### config.mk
export PLATFORM = sky130hd
export DESIGN_NAME = commu_m_top
export DESIGN_NICKNAME = d
export VERILOG_FILES = /design/src/hdl/commu_m_pkg.sv /design/src/hdl/commu_m_reg.sv /design/src/hdl/commu_m_stu_cap.sv /design/src/hdl/commu_m_stu_buf.sv /design/src/hdl/commu_m_upload.sv /design/src/hdl/commu_m_top.sv
export SDC_FILE = /design/constraint.sdc
export NUM_CORES = 1
export LEC_CHECK = 0
export BUFFER_PORTS_ARGS = -buffer_cell sky130_fd_sc_hd__buf_2
export CORE_MARGIN = 4
export CORE_UTILIZATION = 60
export CTS_CLUSTER_SIZE = 20
export DETAILED_ROUTE_END_ITERATION = 10
export PLACE_DENSITY_LB_ADDON = 0.12
export SKIP_LAST_GASP = 1
export SYNTH_ARGS = -nofsm -noshare
export SYNTH_HDL_FRONTEND = slang
export SYNTH_SLANG_ARGS = --single-unit
### constraint.sdc
create_clock -name clk_sys -period 4.4 [get_ports clk_sys]
set_input_delay 0.66 -clock clk_sys [delete_from_list [all_inputs] [get_ports clk_sys]]
set_output_delay 0.66 -clock clk_sys [all_outputs]
set_load 0.05 [all_outputs]
### src/hdl/commu_m_pkg.sv
// shared bus and payload types plus the register map, used by every commu_m block
package commu_m_pkg;

	// --------------------------------------------------
	// sizes
	// --------------------------------------------------
	localparam int N_CH = 8;
	localparam int CH_W = $clog2(N_CH);

	// debug scratch registers
	localparam int N_DBG = 8;
	localparam int DBG_W = $clog2(N_DBG);

	// --------------------------------------------------
	// register offsets, low byte of the fx address
	// --------------------------------------------------
	localparam logic [7:0] ADDR_ID   = 8'h00;
	localparam logic [7:0] ADDR_RDY  = 8'h30;
	localparam logic [7:0] ADDR_TP   = 8'h40;
	localparam logic [7:0] ADDR_DBG0 = 8'h80;

	// debug register i comes out of reset as base plus i
	localparam logic [7:0] DBG_RST_BASE = 8'h80;

	// --------------------------------------------------
	// types
	// --------------------------------------------------
	// host side register access, write and read halves
	typedef struct packed {
		logic        wr;
		logic [15:0] waddr;
		logic [7:0]  data;
		logic        rd;
		logic [15:0] raddr;
	} fx_req_t;

	// one buffered status word
	typedef struct packed {
		logic [3:0] seq;
		logic [7:0] data;
	} stu_word_t;

	// word as it leaves on the host link
	typedef struct packed {
		logic [2:0] ch;
		logic [3:0] seq;
		logic [7:0] data;
	} up_word_t;

endpackage

### src/hdl/commu_m_reg.sv
// fx bus register block: module id decode, channel enable mask, debug scratch and status readback
`timescale 1ns/1ps

module commu_m_reg (
	input  logic                  clk_sys,
	input  logic                  rst_n,
	input  commu_m_pkg::fx_req_t  fx_req,
	input  logic [5:0]            mod_id,
	input  logic [7:0]            stu_buf_rdy,
	output logic [7:0]            fx_q,
	output logic [7:0]            cfg_tp
);

	// --------------------------------------------------
	// module select
	// --------------------------------------------------
	logic now_wr;
	logic now_rd;
	logic wr_dbg;
	logic rd_dbg;
	logic [commu_m_pkg::DBG_W-1:0] dbg_widx;
	logic [commu_m_pkg::DBG_W-1:0] dbg_ridx;
	logic [7:0] dbg [commu_m_pkg::N_DBG];

	assign now_wr = fx_req.wr && (fx_req.waddr[13:8] == mod_id);
	assign now_rd = fx_req.rd && (fx_req.raddr[13:8] == mod_id);

	// debug window is an aligned block starting at ADDR_DBG0
	assign wr_dbg = (fx_req.waddr[7:0] >= commu_m_pkg::ADDR_DBG0) &&
		(fx_req.waddr[7:0] < commu_m_pkg::ADDR_DBG0 + 8'(commu_m_pkg::N_DBG));
	assign rd_dbg = (fx_req.raddr[7:0] >= commu_m_pkg::ADDR_DBG0) &&
		(fx_req.raddr[7:0] < commu_m_pkg::ADDR_DBG0 + 8'(commu_m_pkg::N_DBG));

	assign dbg_widx = commu_m_pkg::DBG_W'(fx_req.waddr[7:0] - commu_m_pkg::ADDR_DBG0);
	assign dbg_ridx = commu_m_pkg::DBG_W'(fx_req.raddr[7:0] - commu_m_pkg::ADDR_DBG0);

	// --------------------------------------------------
	// write side
	// --------------------------------------------------
	always_ff @(posedge clk_sys or negedge rst_n) begin
		if (!rst_n) begin
			// all channels start disabled
			cfg_tp <= 8'h00;
			for (int i = 0; i < commu_m_pkg::N_DBG; i++) begin
				dbg[i] <= commu_m_pkg::DBG_RST_BASE + 8'(i);
			end
		end else if (now_wr) begin
			if (fx_req.waddr[7:0] == commu_m_pkg::ADDR_TP) begin
				cfg_tp <= fx_req.data;
			end else if (wr_dbg) begin
				dbg[dbg_widx] <= fx_req.data;
			end
		end
	end

	// --------------------------------------------------
	// read side
	// --------------------------------------------------
	// one cycle pulse, zero whenever no read is selected
	always_ff @(posedge clk_sys or negedge rst_n) begin
		if (!rst_n) begin
			fx_q <= 8'h00;
		end else if (now_rd) begin
			case (fx_req.raddr[7:0])
				commu_m_pkg::ADDR_ID:  fx_q <= {2'b00, mod_id};
				commu_m_pkg::ADDR_RDY: fx_q <= stu_buf_rdy;
				commu_m_pkg::ADDR_TP:  fx_q <= cfg_tp;
				default: begin
					if (rd_dbg) begin
						fx_q <= dbg[dbg_ridx];
					end else begin
						// unmapped offset
						fx_q <= 8'h00;
					end
				end
			endcase
		end else begin
			fx_q <= 8'h00;
		end
	end

endmodule

### src/hdl/commu_m_stu_cap.sv
// status capture stage: registers each incoming strobe and stamps it with its channel's sequence count
`timescale 1ns/1ps

module commu_m_stu_cap (
	input  logic                              clk_sys,
	input  logic                              rst_n,
	input  logic                              stu_vld,
	input  logic [commu_m_pkg::CH_W-1:0]      stu_ch,
	input  logic [7:0]                        stu_data,
	output logic                              buf_we,
	output logic [commu_m_pkg::CH_W-1:0]      buf_ch,
	output commu_m_pkg::stu_word_t            buf_word
);

	// one counter per channel, wraps at 16
	logic [3:0] seq_cnt [commu_m_pkg::N_CH];

	// --------------------------------------------------
	// strobe and sequence counters
	// --------------------------------------------------
	always_ff @(posedge clk_sys or negedge rst_n) begin
		if (!rst_n) begin
			buf_we <= 1'b0;
			for (int i = 0; i < commu_m_pkg::N_CH; i++) begin
				seq_cnt[i] <= 4'd0;
			end
		end else begin
			buf_we <= stu_vld;
			if (stu_vld) begin
				seq_cnt[stu_ch] <= seq_cnt[stu_ch] + 4'd1;
			end
		end
	end

	// --------------------------------------------------
	// payload
	// --------------------------------------------------
	// word carries the count before the increment
	always_ff @(posedge clk_sys) begin
		if (stu_vld) begin
			buf_ch        <= stu_ch;
			buf_word.seq  <= seq_cnt[stu_ch];
			buf_word.data <= stu_data;
		end
	end

endmodule

### src/hdl/commu_m_stu_buf.sv
// status buffer: one word slot per channel with ready flags, a new word overwrites an unread one
`timescale 1ns/1ps

module commu_m_stu_buf (
	input  logic                          clk_sys,
	input  logic                          rst_n,
	input  logic                          buf_we,
	input  logic [commu_m_pkg::CH_W-1:0]  buf_ch,
	input  commu_m_pkg::stu_word_t        buf_word,
	input  logic                          clr_vld,
	input  logic [commu_m_pkg::CH_W-1:0]  clr_ch,
	output logic [commu_m_pkg::N_CH-1:0]  slot_rdy,
	output commu_m_pkg::stu_word_t        slots [commu_m_pkg::N_CH]
);

	// --------------------------------------------------
	// ready flags
	// --------------------------------------------------
	// write beats clear on the same slot
	always_ff @(posedge clk_sys or negedge rst_n) begin
		if (!rst_n) begin
			slot_rdy <= '0;
		end else begin
			for (int i = 0; i < commu_m_pkg::N_CH; i++) begin
				if (buf_we && (buf_ch == commu_m_pkg::CH_W'(i))) begin
					slot_rdy[i] <= 1'b1;
				end else if (clr_vld && (clr_ch == commu_m_pkg::CH_W'(i))) begin
					slot_rdy[i] <= 1'b0;
				end
			end
		end
	end

	// --------------------------------------------------
	// slot storage
	// --------------------------------------------------
	always_ff @(posedge clk_sys) begin
		if (buf_we) begin
			slots[buf_ch] <= buf_word;
		end
	end

endmodule

### src/hdl/commu_m_upload.sv
// round-robin uploader: drains ready, enabled slots to the host link unless the link is busy
`timescale 1ns/1ps

module commu_m_upload (
	input  logic                          clk_sys,
	input  logic                          rst_n,
	input  logic [commu_m_pkg::N_CH-1:0]  slot_rdy,
	input  commu_m_pkg::stu_word_t        slots [commu_m_pkg::N_CH],
	input  logic [7:0]                    cfg_tp,
	input  logic                          up_busy,
	output logic                          clr_vld,
	output logic [commu_m_pkg::CH_W-1:0]  clr_ch,
	output logic                          up_vld,
	output commu_m_pkg::up_word_t         up_word
);

	logic [commu_m_pkg::N_CH-1:0] cand;
	logic [commu_m_pkg::CH_W-1:0] last_ch;
	logic [commu_m_pkg::CH_W-1:0] pick;
	logic [commu_m_pkg::CH_W-1:0] idx;
	logic                         found;
	logic                         issue;

	// --------------------------------------------------
	// arbitration
	// --------------------------------------------------
	assign cand = slot_rdy & cfg_tp;

	// search starts one past the last served channel
	always_comb begin
		found = 1'b0;
		pick  = '0;
		idx   = '0;
		for (int k = 1; k <= commu_m_pkg::N_CH; k++) begin
			idx = last_ch + commu_m_pkg::CH_W'(k);
			if (!found && cand[idx]) begin
				found = 1'b1;
				pick  = idx;
			end
		end
	end

	assign issue = found && !up_busy;

	// slot drops on the same edge the upload registers
	assign clr_vld = issue;
	assign clr_ch  = pick;

	// --------------------------------------------------
	// upload register and pointer
	// --------------------------------------------------
	always_ff @(posedge clk_sys or negedge rst_n) begin
		if (!rst_n) begin
			up_vld  <= 1'b0;
			// first search then begins at channel 0
			last_ch <= commu_m_pkg::CH_W'(commu_m_pkg::N_CH - 1);
		end else begin
			up_vld <= issue;
			if (issue) begin
				last_ch <= pick;
			end
		end
	end

	always_ff @(posedge clk_sys) begin
		if (issue) begin
			up_word <= {pick, slots[pick]};
		end
	end

endmodule

### src/hdl/commu_m_top.sv
// commu_m top level: fx register block, status capture, slot buffer and uploader wired together
`timescale 1ns/1ps

module commu_m_top (
	input  logic                          clk_sys,
	input  logic                          rst_n,
	input  commu_m_pkg::fx_req_t          fx_req,
	input  logic [5:0]                    mod_id,
	input  logic                          stu_vld,
	input  logic [commu_m_pkg::CH_W-1:0]  stu_ch,
	input  logic [7:0]                    stu_data,
	input  logic                          up_busy,
	output logic [7:0]                    fx_q,
	output logic [7:0]                    cfg_tp,
	output logic                          up_vld,
	output commu_m_pkg::up_word_t         up_word
);

	// capture to buffer
	logic                          buf_we;
	logic [commu_m_pkg::CH_W-1:0]  buf_ch;
	commu_m_pkg::stu_word_t        buf_word;

	// buffer to uploader and register block
	logic [commu_m_pkg::N_CH-1:0]  slot_rdy;
	commu_m_pkg::stu_word_t        slots [commu_m_pkg::N_CH];

	// uploader back to buffer
	logic                          clr_vld;
	logic [commu_m_pkg::CH_W-1:0]  clr_ch;

	// --------------------------------------------------
	// instances
	// --------------------------------------------------
	commu_m_reg u_reg (
		.clk_sys     (clk_sys),
		.rst_n       (rst_n),
		.fx_req      (fx_req),
		.mod_id      (mod_id),
		.stu_buf_rdy (slot_rdy),
		.fx_q        (fx_q),
		.cfg_tp      (cfg_tp)
	);

	commu_m_stu_cap u_cap (
		.clk_sys  (clk_sys),
		.rst_n    (rst_n),
		.stu_vld  (stu_vld),
		.stu_ch   (stu_ch),
		.stu_data (stu_data),
		.buf_we   (buf_we),
		.buf_ch   (buf_ch),
		.buf_word (buf_word)
	);

	commu_m_stu_buf u_buf (
		.clk_sys  (clk_sys),
		.rst_n    (rst_n),
		.buf_we   (buf_we),
		.buf_ch   (buf_ch),
		.buf_word (buf_word),
		.clr_vld  (clr_vld),
		.clr_ch   (clr_ch),
		.slot_rdy (slot_rdy),
		.slots    (slots)
	);

	commu_m_upload u_up (
		.clk_sys  (clk_sys),
		.rst_n    (rst_n),
		.slot_rdy (slot_rdy),
		.slots    (slots),
		.cfg_tp   (cfg_tp),
		.up_busy  (up_busy),
		.clr_vld  (clr_vld),
		.clr_ch   (clr_ch),
		.up_vld   (up_vld),
		.up_word  (up_word)
	);

endmodule

* Word-level counts from Yosys, hierarchy flattened
Index checks and enable logic that the tools add are counted.
Storage, ports and cells: register bits after elaboration 251, bits in latches 0, RAM bits 0, bits in read-only memories 0, input bits 63, output and inout bits 32, memories kept 0
Operators by class: add/sub/neg operators 10, $mul 0, div/mod/pow operators 0, order comparisons 20, eq/ne operators 19, shift-type cells 0, multiplexer cells 69, bitwise gates (word level) 7, reductions and logical operators 52
Operator list (number):
- 96-bit bitwise mux | 1
- 64-bit bitwise mux | 1
- 8-bit 2-to-1 mux | 5
- 12-bit binary-select mux with 3-bit select | 1
- 12-bit demux with 3-bit select | 1
- 12-bit 2-to-1 mux | 3
- 32-bit bitwise mux | 1
- 3-bit by 4-bit < comparator with 1-bit output, second input constant | 8
- 1-bit 2-to-1 mux | 32
- 1-bit logical AND | 31
- 1-bit binary-select mux with 3-bit select | 8
- 8-bit binary-select mux with 3-bit select | 1
- 8-bit demux with 3-bit select | 1
- 3-bit equality test, second input constant | 8
- 3-bit 2-to-1 mux | 8
- 8-bit case mux with 3 select lines | 1
- 4-bit >= comparator, second input constant | 5
- 3-bit inverter with 4-bit output | 5
- 8-bit by 7-bit equality test with 1-bit output, second input constant | 2
- 8-bit >= comparator, second input constant | 2
- 8-bit < comparator, second input constant | 2
- 2-bit nonzero test | 8
- 3-bit adder, second input constant | 4
- 4-bit binary-select mux with 3-bit select | 1
- 18 further kinds | 37

* Longest topological paths before layout
depth after elaboration 29, mapped depth 15, gate-level depth less buffers 12

* Modules after synthesis
Synthesis repeated with hierarchy kept, for this count alone.
Second synthesis, totals: cell total of the unflattened synthesis 824, area, all modules 12154.2 sq um
By module, submodules not included:
- commu_m_reg | instances 1, cells an instance 263, area each 4075.2 sq um
- commu_m_stu_buf | instances 1, cells an instance 134, area each 3310.7 sq um
- commu_m_upload | instances 1, cells an instance 248, area each 2566.2 sq um
- commu_m_stu_cap | instances 1, cells an instance 179, area each 2202.1 sq um

* Worst setup path before layout
No wires, ideal clock.
kind reg-to-reg, start register u_up.last_ch[1] (netlist bit), end register u_buf.slot_rdy[0] (netlist bit), library setup time 0.130 ns, arrival time 3.810 ns, required time 4.270 ns, path slack 0.460 ns, cell stages (with the launch flop) 12, path buffers 1, clock period less this slack 3.940 ns, cells stage by stage dfstp_2 buf_2 clkinv_1 ha_1 xnor2_1 mux4_2 nor4_4 and3_4 a31oi_1 and3_1 nor2b_1 a31oi_1
On the way: longest elaborated chain between the ends 28
Ends and longest elaborated chain:
- start: declaration | line commu_m_upload.sv:18 | logic [commu_m_pkg::CH_W-1:0] last_ch;
- start signal: assignment | line commu_m_upload.sv:56 | last_ch <= commu_m_pkg::CH_W'(commu_m_pkg::N_CH - 1);
- start signal: assignment | line commu_m_upload.sv:60 | last_ch <= pick;
- 3-bit by 1-bit adder with 3-bit output | line commu_m_upload.sv:35 | idx = last_ch + commu_m_pkg::CH_W'(k);
- 1-bit binary-select mux with 3-bit select | line commu_m_upload.sv:36 | if (!found && cand[idx]) begin
- 1-bit 2-to-1 mux (not written as such) | line commu_m_upload.sv:36
- 1-bit 2-to-1 mux | line commu_m_upload.sv:36
- 1-bit logical NOT | line commu_m_upload.sv:36
- 1-bit logical AND | line commu_m_upload.sv:36
- 1-bit 2-to-1 mux | line commu_m_upload.sv:36
- 1-bit logical NOT | line commu_m_upload.sv:36
- [13 not listed]
- 1-bit 2-to-1 mux | line commu_m_upload.sv:36
- 1-bit logical NOT | line commu_m_upload.sv:36
- 1-bit logical AND | line commu_m_upload.sv:36
- 1-bit 2-to-1 mux * | line commu_m_upload.sv:36
- 1-bit logical AND * | line commu_m_upload.sv:43 | assign issue = found && !up_busy;
- named net clr_vld | line commu_m_top.sv:29 | logic clr_vld;
- 1-bit logical AND * | line commu_m_stu_buf.sv:27 | end else if (clr_vld && (clr_ch == commu_m_pkg::CH_W'(i))) begin
- 2-bit nonzero test (no line) *
- end signal: assignment | line commu_m_stu_buf.sv:22 | slot_rdy <= '0;
- end signal: indexed assignment | line commu_m_stu_buf.sv:26 | slot_rdy[i] <= 1'b1;
- end signal: indexed assignment | line commu_m_stu_buf.sv:28 | slot_rdy[i] <= 1'b0;
- end: declaration | line commu_m_stu_buf.sv:12 | output logic [commu_m_pkg::N_CH-1:0] slot_rdy,
Mark *: on every way through the listed nets, which the timed path passes. The rest lies on a longest branch. The select of a mux whose other input is x is not followed. A chain may end at the register's enable or synchronous reset.

* Final worst setup path
start register u_up.last_ch[1] (netlist bit), end register, netlist name u_up.up_word[1]
On the way: longest elaborated chain between the ends 29
Ends and longest elaborated chain:
- 3-bit by 1-bit adder with 3-bit output | line commu_m_upload.sv:35
- 1-bit binary-select mux with 3-bit select | line commu_m_upload.sv:36
- 1-bit 2-to-1 mux (not written as such) | line commu_m_upload.sv:36
- 1-bit 2-to-1 mux | line commu_m_upload.sv:36
- 1-bit logical NOT | line commu_m_upload.sv:36
- 1-bit logical AND | line commu_m_upload.sv:36
- 1-bit 2-to-1 mux | line commu_m_upload.sv:36
- 1-bit logical NOT | line commu_m_upload.sv:36
- [12 not listed]
- 1-bit logical AND | line commu_m_upload.sv:36
- 1-bit 2-to-1 mux | line commu_m_upload.sv:36
- 1-bit logical NOT | line commu_m_upload.sv:36
- 1-bit logical AND | line commu_m_upload.sv:36
- 3-bit 2-to-1 mux * | line commu_m_upload.sv:36
- 3-bit inverter with 4-bit output (not written as such) * | line commu_m_upload.sv:67 | up_word <= {pick, slots[pick]};
- 12-bit binary-select mux with 3-bit select * | line commu_m_upload.sv:67
- 12-bit 2-to-1 mux (not written as such) * (2 in a row) | line commu_m_upload.sv:67
Mark *: on every way between the ends. The rest lies on a longest branch, timed or not. The select of a mux whose other input is x is not followed.

==> impl_metrics.tcl <==
set metrics [dict create \
    max_freq_ghz 0.241 \
    fin_area_mm2 0.0133 \
    register_area_mm2 0.00694 \
    synth_compound_area_frac 0.0469 \
    h-tree-depth 1 \
    dp_cells 1131 \
    antenna_left 0 \
    synthMuxAreaShare 0.247 \
    hp-class "in2async" \
    critPathSlowestCell "mux4_2" \
    crit_path_end_kind "flop" \
    clk_pin_slew_worst_paths_ns 0.06 \
    synth.cell_area_mm2 0.0116 \
    ctsResizeCount 0 \
    synth_fa_ha_area_frac 0.00324 \
    layout.nets 965 \
    finalMaxSlewViolations 0 \
    ys_types 61 \
    path_class "reg2reg" \
    design_power_total_mw 7.47 \
    grt_pass1_vias 7412 \
    ys_seq_area_frac 0.599 \
    cp.arrival_ns 4.42 \
    critPathMaxStageDelay_ns 0.65 \
    antenna_found_initial 0 \
    core_area_mm2 0.0188 \
    p_leak_nw 5.72 \
    ios 95 \
    peakVddDrop_v 0.000368 \
    clk_latency_ns 0.53 \
    swShare 0.307 \
    slew_headroom 0.349 \
    p_switching_mw 2.29 \
    pwr-share-seq 0.402 \
    synth-simple-area-share 0.0660 \
    synth-xor-area-share 0.0150 \
    grt_use_total 0.223 \
    cp_top_family "multiplexers" \
    rows 50 \
    worst_setup_path_start_kind "flop" \
    synthTopCellsByArea "edfxtp_1 (33%), dfrtp_1 (22%), mux2_2 (12%), mux2i_1 (7.5%), mux4_2 (5.4%)" \
    die_y_um 147 \
    hold_viol_final 0 \
    syn_avg_cell_area_um2 14.6 \
    clkPwrFrac 0.301 \
    cts_buffers 26 \
    yosysTopAreaCellShare 0.327 \
    setup_viol 0 \
    drive_gt1_frac 0.370 \
    drt-pass1-iter-count 6 \
    fill_cells 1277 \
    fin_skew_ns 0.0182 \
    cp_common_cell "mux2i_1" \
    synthArstFlopShare 0.498 \
    cts_setup_buffers 0 \
    grt_max_degree 84 \
    p_per_area_mw_per_mm2 562 \
    syn-instance-count 796 \
    cts_tree "done" \
    cts_buffer_depth 3 \
    areaGrowthSynthToFinish_pct 14.7 \
    cap_violations 0 \
    rsz0062_at_grt "false" \
    path_cells "clkinv_1, ha_1, xnor2_1, mux4_2, o21bai_1, a222oi_1, a31oi_1, o21ai_4, buf_12, mux2i_1, mux2i_1, mux2_2" \
    status "finished, final reports clean" \
    synthFlopType "edfxtp_1" \
    fin_cells 1179 \
    dp_hpwl_mm 15.8 \
    cts_root_buffer "clkbuf_16" \
    combPwrFrac 0.297 \
    synth_top_family_by_area "multiplexers" \
    drc 0 \
    hold_buffers 0 \
    via_per_inst 5.90 \
    yosysWarnings 0 \
    p_int_mw 5.17 \
    placed_area_mm2 0.0124 \
    worstMarginPinSlew_ns 0.977 \
    synth_edf_count 126 \
    antenna_cells 0 \
    dieArea_mm2 0.0216 \
    grt_overflow_total 0 \
    path_max_fanout 28 \
    synth_seq_cells 251 \
    num_vias 6956 \
    first_iter_violations 484 \
    gp_routability_congestion 0.852 \
    cp_num_buf_inv 2 \
    die_w_um 147 \
    multi_input_area_mm2 0.00442 \
    min_period_ns 4.15 \
    wl_per_cell_um 20.2 \
    min_period_over_period 0.942 \
    syn_nets 862 \
    post-route-util 0.706 \
    tns_ns 0 \
    drt-total-wl_mm 23.8 \
    worstPathRequired_ns 4.68 \
    synth_top_area_cell "edfxtp_1" \
    grt_pass1_wl_mm 38.6 \
    initial_core_util 0.615 \
    io_buffers 90 \
    cts.sinks 251 \
]
==> final timing paths <==
check,startpoint,endpoint,slack (ns),depth (start not counted)
hold reg to reg,u_cap.seq_cnt[11]$_DFFE_PN0P_,u_cap.seq_cnt[11]$_DFFE_PN0P_,0.48,2
min in group clk_sys,stu_data[4],u_cap.buf_word[4]$_DFFE_PP_,0.31,1
max in group asynchronous,rst_n,u_up.last_ch[2]$_DFFE_PN1P_,3.12,2
hold / removal,rst_n,u_reg.dbg[4]$_DFFE_PN0P_,0.31,1
setup / recovery,u_up.last_ch[1]$_DFFE_PN1P_,u_up.up_word[1]$_DFFE_PP_,0.25,12
setup reg to reg,u_up.last_ch[1]$_DFFE_PN1P_,u_up.up_word[1]$_DFFE_PP_,0.25,12
==> metal layers <==
layer	track usage	routed length, µm
met4	0.0615	624
met3	0.0305	990
met2	0.392	12300
met5	0	0
met1	0.294	9900
==> through the flow <==
stage	hold slack [ns]	setup WS [ns]
detailed placement	0.473	0.285
global route	0.286	0.0318
global placement	0.460	0.431
CTS	0.290	0.236
floorplan	0.364	0.460
finish	0.308	0.254
==> power by group through the flow <==
stage	sequential [mW]	clock (mW)	combinational, mW
6_report	3.00	2.25	2.21
3_3_place_gp	3.03	0	2.15
3_5_place_dp	3.05	0	2.22
5_1_grt	3.03	2.40	2.40
2_1_floorplan	3.13	0	1.62
4_1_cts	3.00	2.29	2.23
==> area by class of cell <==
cell class	count	area share
well taps	260	0.0245
repair buffers	110	0.0482
inverters	16	0.00452
clock buffers	33	0.0532
flip-flops and latches	251	0.522
clock inverters	15	0.0144
multi-input cells	494	0.333
==> Yosys cell counts (11+ instances only) <==
cell	instances
o21ai_0	23
nand2_1	38
mux2_2	121
nor2_1	52
a21oi_1	11
nand3_1	16
mux4_2	28
clkbuf_1	17
edfxtp_1	126
inv_1	13
mux2i_1	87
dfstp_2	23
dfrtp_1	102
==> sequential cells by signal, indices dropped and copies added (netlist names), 3 cells and up <==
| signal | flops |
|---|---|
| u_cap.seq_cnt | 32 |
| u_cap.buf_word | 12 |
| u_up.up_word | 15 |
| u_up.last_ch | 3 |
| u_reg.cfg_tp | 8 |
| u_buf.slot_rdy | 8 |
| u_buf.slots | 96 |
| u_cap.buf_ch | 3 |
| u_reg.dbg | 64 |
| u_reg.fx_q | 8 |
==> layout by cell type (no fill, tap or decap), types with 5 or more instances in the layout <==
master / count
inv_1: 13
o21ai_0: 23
clkbuf_16: 26
buf_4: 18
xnor2_1: 10
mux4_2: 28
nand2b_1: 6
nand3_1: 16
nor3_1: 6
o21ai_1: 5
dfstp_2: 23
nand2_1: 38
o21a_1: 5
a31oi_1: 6
nor2_1: 51
buf_2: 89
mux2_2: 121
xor2_1: 8
clkinv_2: 5
a222oi_1: 9
dfrtp_1: 102
mux2i_1: 87
edfxtp_1: 126
nor3b_1: 6
a21oi_1: 11
==> kinds of logic (layout without fill, tap and decap cells) <==
kind of cell / Yosys count / after routing
AO/OA/AOI/OAI: 82 / 82
XOR/XNOR: 19 / 19
adder cells (fa/ha/maj): 3 / 3
buffers and inverters: 51 / 174
flip-flops: 251 / 251
multiplexers: 236 / 236
AND/OR/NAND/NOR: 154 / 154
Power figures use the tool's default switching activity.
